`src/atr_pkg.sv`:
```
//##########################################################################
// Pin width, pin word type, ATR state encoding, delay and reset constants
//##########################################################################
`default_nettype none

package atr_pkg;

   localparam int GPIO_W = 32;

   typedef logic [GPIO_W-1:0] gpio_word_t;

   // Encoded as {tx, rx}
   typedef enum logic [1:0] {
      ATR_IDLE = 2'b00,
      ATR_RX   = 2'b01,
      ATR_TX   = 2'b10,
      ATR_FDX  = 2'b11
   } atr_state_t;

   // Stages on rx/tx before they pick the output word
   localparam int STATE_DELAY = 2;

   localparam gpio_word_t IDLE_RESET = '0;
   localparam gpio_word_t DDR_RESET  = '0;

endpackage

`default_nettype wire

```
`src/settings_pkg.sv`:
```
//##########################################################################
// Settings bus widths and address/data types
// GPIO block register address map
//##########################################################################
`default_nettype none

package settings_pkg;

   localparam int SET_ADDR_W = 8;
   localparam int SET_DATA_W = 32;

   typedef logic [SET_ADDR_W-1:0] set_addr_t;
   typedef logic [SET_DATA_W-1:0] set_data_t;

   // Start of the GPIO register window
   localparam set_addr_t GPIO_BASE = 8'h10;

   // Offsets within the GPIO window
   localparam set_addr_t GPIO_IDLE_OFS = 8'd0;
   localparam set_addr_t GPIO_RX_OFS   = 8'd1;
   localparam set_addr_t GPIO_TX_OFS   = 8'd2;
   localparam set_addr_t GPIO_FDX_OFS  = 8'd3;
   localparam set_addr_t GPIO_DDR_OFS  = 8'd4;

endpackage

`default_nettype wire
```
`src/cmd_port_if.sv`:
```
//##########################################################################
// Valid/ready command port carrying one settings write
//##########################################################################
`timescale 1ns/1ps
`default_nettype none

interface cmd_port_if;

   logic                  valid;
   logic                  ready;
   settings_pkg::set_addr_t addr;
   settings_pkg::set_data_t data;

   // Command source, holds addr/data until accepted
   modport source (
      output valid,
      output addr,
      output data,
      input  ready
   );

   modport arbiter (
      input  valid,
      input  addr,
      input  data,
      output ready
   );

endinterface

`default_nettype wire

```
`src/gpio_atr.sv`:
```
//##########################################################################
// ATR GPIO block: setting registers, rx/tx delay, output select,
// direction mask and input synchronizer
//##########################################################################
`timescale 1ns/1ps
`default_nettype none

module gpio_atr (
   input  logic                    clk,
   input  logic                    rst,
   input  logic                    set_stb,
   input  settings_pkg::set_addr_t set_addr,
   input  settings_pkg::set_data_t set_data,
   input  logic                    rx,
   input  logic                    tx,
   input  atr_pkg::gpio_word_t     gpio_in,
   output atr_pkg::gpio_word_t     gpio_out,
   output atr_pkg::gpio_word_t     gpio_oe,
   output atr_pkg::gpio_word_t     gpio_readback
);

   atr_pkg::gpio_word_t word_idle;
   atr_pkg::gpio_word_t word_rx;
   atr_pkg::gpio_word_t word_tx;
   atr_pkg::gpio_word_t word_fdx;
   atr_pkg::gpio_word_t ddr;

   logic [atr_pkg::STATE_DELAY-1:0] rx_d;
   logic [atr_pkg::STATE_DELAY-1:0] tx_d;
   atr_pkg::atr_state_t             state;
   atr_pkg::gpio_word_t             gpio_in_q;

   setting_reg #(
      .REG_ADDR  (settings_pkg::GPIO_BASE + settings_pkg::GPIO_IDLE_OFS),
      .RESET_VAL (atr_pkg::IDLE_RESET)
   ) reg_idle (
      .clk, .rst, .set_stb, .set_addr, .set_data, .value(word_idle)
   );

   setting_reg #(
      .REG_ADDR (settings_pkg::GPIO_BASE + settings_pkg::GPIO_RX_OFS)
   ) reg_rx (
      .clk, .rst, .set_stb, .set_addr, .set_data, .value(word_rx)
   );

   setting_reg #(
      .REG_ADDR (settings_pkg::GPIO_BASE + settings_pkg::GPIO_TX_OFS)
   ) reg_tx (
      .clk, .rst, .set_stb, .set_addr, .set_data, .value(word_tx)
   );

   setting_reg #(
      .REG_ADDR (settings_pkg::GPIO_BASE + settings_pkg::GPIO_FDX_OFS)
   ) reg_fdx (
      .clk, .rst, .set_stb, .set_addr, .set_data, .value(word_fdx)
   );

   setting_reg #(
      .REG_ADDR  (settings_pkg::GPIO_BASE + settings_pkg::GPIO_DDR_OFS),
      .RESET_VAL (atr_pkg::DDR_RESET)
   ) reg_ddr (
      .clk, .rst, .set_stb, .set_addr, .set_data, .value(ddr)
   );

   // Delay stages ease timing and fanout toward the pads
   always_ff @(posedge clk) begin
      rx_d <= {rx_d[atr_pkg::STATE_DELAY-2:0], rx};
      tx_d <= {tx_d[atr_pkg::STATE_DELAY-2:0], tx};
   end

   assign state = atr_pkg::atr_state_t'({tx_d[atr_pkg::STATE_DELAY-1],
                                         rx_d[atr_pkg::STATE_DELAY-1]});

   always_ff @(posedge clk) begin
      case (state)
         atr_pkg::ATR_IDLE: gpio_out <= word_idle;
         atr_pkg::ATR_RX:   gpio_out <= word_rx;
         atr_pkg::ATR_TX:   gpio_out <= word_tx;
         default:           gpio_out <= word_fdx;
      endcase
   end

   // Pad buffer outside the design applies this per pin
   assign gpio_oe = ddr;

   // First flop at the pad, second in the core
   always_ff @(posedge clk) begin
      gpio_in_q     <= gpio_in;
      gpio_readback <= gpio_in_q;
   end

endmodule

`default_nettype wire

```
`src/radio_ctrl_top.sv`:
```
//##########################################################################
// Radio front-end control top: command ports, settings arbiter, ATR GPIO
//##########################################################################
`timescale 1ns/1ps
`default_nettype none

module radio_ctrl_top (
   input  logic                    clk,
   input  logic                    rst,
   input  logic                    host_valid,
   output logic                    host_ready,
   input  settings_pkg::set_addr_t host_addr,
   input  settings_pkg::set_data_t host_data,
   input  logic                    timed_valid,
   output logic                    timed_ready,
   input  settings_pkg::set_addr_t timed_addr,
   input  settings_pkg::set_data_t timed_data,
   input  logic                    rx,
   input  logic                    tx,
   input  atr_pkg::gpio_word_t     gpio_in,
   output atr_pkg::gpio_word_t     gpio_out,
   output atr_pkg::gpio_word_t     gpio_oe,
   output atr_pkg::gpio_word_t     gpio_readback
);

   cmd_port_if host_if ();
   cmd_port_if timed_if ();

   logic                    set_stb;
   settings_pkg::set_addr_t set_addr;
   settings_pkg::set_data_t set_data;

   // Host processor port
   assign host_if.valid = host_valid;
   assign host_if.addr  = host_addr;
   assign host_if.data  = host_data;
   assign host_ready    = host_if.ready;

   // Timed command port
   assign timed_if.valid = timed_valid;
   assign timed_if.addr  = timed_addr;
   assign timed_if.data  = timed_data;
   assign timed_ready    = timed_if.ready;

   settings_arbiter u_arbiter (
      .clk      (clk),
      .rst      (rst),
      .host     (host_if.arbiter),
      .timed    (timed_if.arbiter),
      .set_stb  (set_stb),
      .set_addr (set_addr),
      .set_data (set_data)
   );

   gpio_atr u_gpio_atr (
      .clk           (clk),
      .rst           (rst),
      .set_stb       (set_stb),
      .set_addr      (set_addr),
      .set_data      (set_data),
      .rx            (rx),
      .tx            (tx),
      .gpio_in       (gpio_in),
      .gpio_out      (gpio_out),
      .gpio_oe       (gpio_oe),
      .gpio_readback (gpio_readback)
   );

endmodule

`default_nettype wire

```
`src/setting_reg.sv`:
```
//##########################################################################
// Single addressed configuration register with reset value
//##########################################################################
`timescale 1ns/1ps
`default_nettype none

module setting_reg #(
   parameter settings_pkg::set_addr_t REG_ADDR  = '0,
   parameter atr_pkg::gpio_word_t     RESET_VAL = '0
) (
   input  logic                    clk,
   input  logic                    rst,
   input  logic                    set_stb,
   input  settings_pkg::set_addr_t set_addr,
   input  settings_pkg::set_data_t set_data,
   output atr_pkg::gpio_word_t     value
);

   always_ff @(posedge clk) begin
      if (rst) begin
         value <= RESET_VAL;
      end else if (set_stb && (set_addr == REG_ADDR)) begin
         // Only the pin-wide low part of the bus word is kept
         value <= set_data[atr_pkg::GPIO_W-1:0];
      end
   end

endmodule

`default_nettype wire

```
`src/settings_arbiter.sv`:
```
//##########################################################################
// Round-robin arbiter merging host and timed command ports
// onto one registered settings bus
//##########################################################################
`timescale 1ns/1ps
`default_nettype none

module settings_arbiter (
   input  logic                    clk,
   input  logic                    rst,
   cmd_port_if.arbiter             host,
   cmd_port_if.arbiter             timed,
   output logic                    set_stb,
   output settings_pkg::set_addr_t set_addr,
   output settings_pkg::set_data_t set_data
);

   // Low gives the host port the win in a conflict, high the timed port
   logic prio;
   logic grant_host;
   logic grant_timed;
   logic conflict;

   assign conflict    = host.valid & timed.valid;
   assign grant_host  = host.valid & (~timed.valid | ~prio);
   assign grant_timed = timed.valid & (~host.valid | prio);

   assign host.ready  = grant_host;
   assign timed.ready = grant_timed;

   always_ff @(posedge clk) begin
      if (rst) begin
         prio <= 1'b0;
      end else if (conflict) begin
         prio <= ~prio;
      end
   end

   // One strobe per accepted write, low in idle cycles
   always_ff @(posedge clk) begin
      if (rst) begin
         set_stb <= 1'b0;
      end else begin
         set_stb <= grant_host | grant_timed;
      end
   end

   always_ff @(posedge clk) begin
      if (grant_host) begin
         set_addr <= host.addr;
         set_data <= host.data;
      end else if (grant_timed) begin
         set_addr <= timed.addr;
         set_data <= timed.data;
      end
   end

endmodule

`default_nettype wire

```
`config.mk`:
```
export PLATFORM = sky130hd
export DESIGN_NAME = radio_ctrl_top
export DESIGN_NICKNAME = d
export VERILOG_FILES = /design/src/atr_pkg.sv /design/src/settings_pkg.sv /design/src/cmd_port_if.sv /design/src/gpio_atr.sv /design/src/radio_ctrl_top.sv /design/src/setting_reg.sv /design/src/settings_arbiter.sv
export SDC_FILE = /design/constraint.sdc
export NUM_CORES = 1
export LEC_CHECK = 0
export CORE_MARGIN = 2
export CORE_UTILIZATION = 55
export CTS_CLUSTER_DIAMETER = 50
export DETAILED_ROUTE_END_ITERATION = 8
export DONT_BUFFER_PORTS = 1
export MAX_ROUTING_LAYER = met4
export PLACE_DENSITY = 0.7
export SYNTH_ARGS = -nofsm -noshare
export SYNTH_HDL_FRONTEND = slang
export SYNTH_SLANG_ARGS = --single-unit
```
`constraint.sdc`:
```
create_clock -name clk -period 2.4 [get_ports clk]
set_input_delay 0 -clock clk [delete_from_list [all_inputs] [get_ports clk]]
set_output_delay 0 -clock clk [all_outputs]
set_load 0.05 [all_outputs]
```
==> qor.yml <==
grt:
  grt_max_degree: 195
  grt_pass1_wl_um: 34690
  first_global_vias: 6818
  antenna_found_initial: 0
  grtUsageTotal: 0.2177
  grt-ovfl-total: 0
die:
  dieArea_mm2: 0.02091
  start_util: 0.5587
  design.core.area_mm2: 0.01946
  die_y_um: 144.6
  num_rows: 51
  ioPinCount: 216
  die_x_um: 144.6
timing:
  fmax_mhz: 481.7
  period_share: 0.8650
  slew_headroom: 0.2393
  setup_ws_ps: 324.0
  hold_viol: 0
  period_minus_slack_ps: 2076
  tightest_slew_ps: 1141
  tns_ps: 0
  setup_violations: 0
  rsz0062_at_grt: "no"
  fin_worst_skew_ps: 12.22
  maxSlewViolCount: 0
power:
  p_per_area_mw_per_mm2: 812.0
  leakage_nw: 5.793
  design_power_total_mw: 11.05
  peakVddDrop_mv: 0.5922
routing:
  met2_length_um: 11720
  drtIter0Drc: 315
  route.met3.wl_um: 1106
  vias_per_cell: 5.221
  ant_nets: 0
  highest_layer: "met4"
  route.detailed.drc: 0
  vias: 6365
  drt_wl_total_um: 22490
  met1_length_um: 9251
  wl_per_cell_um: 18.45
  first_pass_iters: 4
critical_path:
  crit_cells: 4
  cp-start-kind: "flip-flop"
  critPathSlowestCell: "dlygate4sd3_1"
  worst-path-buf-inv: 2
  worstPathArrival_ps: 2360
  r2r-end: "u_arbiter.set_data[18]"
  required_ps: 2690
  reg2regPathDepth: 4
  path_cells: "a21boi_4 -> buf_12 -> mux2_2 -> dlygate4sd3_1"
  crit_family: "buffers and inverters"
  cpPeakStageDelay_ps: 590
  startpoint: "u_arbiter.prio"
  endpoint: "u_arbiter.set_data[18]"
  r2r-start: "u_arbiter.prio"
  r2r_slack_ps: 320
  endpoint_kind: "flip-flop"
  critPathKind: "flip-flop to flip-flop"
  worstPathMaxFanout: 41
cts:
  clock_latency_ps: 550
  tritoncts: "done"
  htreeDepth: 1
  clkTransAtPathRegs_ps: 60
  cts_setup_buffers: 0
  numCtsBuffers: 31
  clkSinkCount: 302
  cts_resized: 0
  cts.path.max_buffers: 3
  clock-root-buffer: "clkbuf_16"
  postCtsHoldBufs: 140
worst_hold_path:
  hold_path_class: "input port to flip-flop"
  holdPathStages: 1
  hp-start: "gpio_in[31]"
final_layout:
  nFillCells: 1298
  register_area_mm2: 0.006449
  design_area_mm2: 0.01361
  multiInputGateArea_mm2: 0.004124
  postLayoutCoreUtil: 0.6991
  area_delta_synth_final_pct: 25.12
  drive_gt1_frac: 0.1520
  nNetsFinal: 1048
  antenna_cells: 0
logic_synthesis:
  synth_area_leaders: "dfxtp_1 (48%), mux2i_1 (15%), edfxtp_1 (11%)"
  synth-main-ff-cell: "dfxtp_1"
  async_reset_ff_frac: 0
  ys_seq_area_frac: 0.5928
  synth_area_leader_cell: "dfxtp_1"
  synth_cell_type_count: 25
  ys_ff_latch: 302
  avgSynthCellArea_um2: 13.70
  synth_edf_count: 40
  yosys.area.top_type_share: 0.4823
  synthCells: 794
  yosysWarnings: 0
  syn_area_mm2: 0.01087
  syn_nets: 912
placement:
  gp_congestion: 0.7362
  dpl_cell_area_mm2: 0.01105
  dp.final_hpwl_um: 12270
  dp_slack_ps: 521.8
  io_buffer_count: 0
job:
  cap_violations: 0
status:
  run_status: "finished clean"
report_power, final:
group          internal, mW  switching (mW)
logic                 0.355           0.245
clock network          3.08            1.95
registers              5.27           0.157
cells in the final DEF, fill, tap and decap left out, types with 2 or more instances in the layout:
cell	count
buf_12	6
buf_4	3
bufinv_16	3
clkbuf_1	4
clkbuf_16	34
clkbuf_8	6
clkinv_2	5
clkinvlp_4	3
dfxtp_1	260
dfxtp_2	2
dlygate4sd3_1	142
edfxtp_1	40
mux2_2	40
mux2i_1	160
mux4_2	32
nand2b_1	192
nand3_2	4
nor2_1	3
nor2b_1	2
cell type report:
type / count / area share
flip-flops and latches: 302 / 0.4740
multi-input cells: 442 / 0.3031
repair buffers: 152 / 0.1170
clock buffers: 44 / 0.06971
well taps: 265 / 0.02437
clock inverters: 13 / 0.01159
inverters: 1 / 0.0002759
routing by layer:
layer  global-route usage  up-vias
met1               0.2606     3127
met2               0.3796      189
met5                    -        -
met3              0.04106       45
met4              0.05723        0
li1                     -     3004
how the worst min path moves through the flow:
stage,end,slack (ps)
final,u_gpio_atr.gpio_in_q[31],1
after global placement,u_gpio_atr.gpio_in_q[13],30
after detailed placement,u_gpio_atr.gpio_in_q[11],30
after floorplan,u_gpio_atr.gpio_in_q[0],30
after CTS,u_gpio_atr.gpio_in_q[16],1
after global routing,u_gpio_atr.gpio_in_q[24],-3
registers in the layout (all words and copies together), names as in the netlist:
| register | flops |
|---|---|
| u_arbiter.set_data | 32 |
| u_gpio_atr.gpio_in_q | 32 |
| u_gpio_atr.gpio_out | 32 |
| u_gpio_atr.gpio_readback | 32 |
| u_gpio_atr.reg_ddr.value | 32 |
| u_gpio_atr.reg_fdx.value | 32 |
| u_gpio_atr.reg_idle.value | 32 |
| u_gpio_atr.reg_rx.value | 32 |
| u_gpio_atr.reg_tx.value | 32 |
| u_arbiter.set_addr | 8 |
| u_gpio_atr.rx_d | 2 |
| u_gpio_atr.tx_d | 2 |
| u_arbiter.prio | 1 |
| u_arbiter.set_stb | 1 |
synth_stat cells, drive strengths merged, types with 2 or more instances:
cell type / number
mux2i: 160
edfxtp: 40
nand2b: 192
nor2b: 2
buf: 27
mux4: 32
clkbuf: 22
mux2: 40
dfxtp: 262
nor2: 3
nand3: 4
a21boi: 2
metrics by stage:
step                      cells  hold slack [ps]
after floorplan             794            27.72
final                      1219           0.9884
after global routing       1219           -2.748
after CTS                  1216            1.497
after detailed placement   1019            27.75
after global placement     1019            27.77
cells by family after synthesis:
logic type      after synthesis  share of synthesized area
flops                       302                     0.5928
compound gates                2                   0.001381
buf+inv                      50                    0.02900
simple gates                207                     0.1210
xor+xnor                      1                  0.0008056
mux                         232                     0.2550
Note: power is estimated with default switching activity, not from simulation.
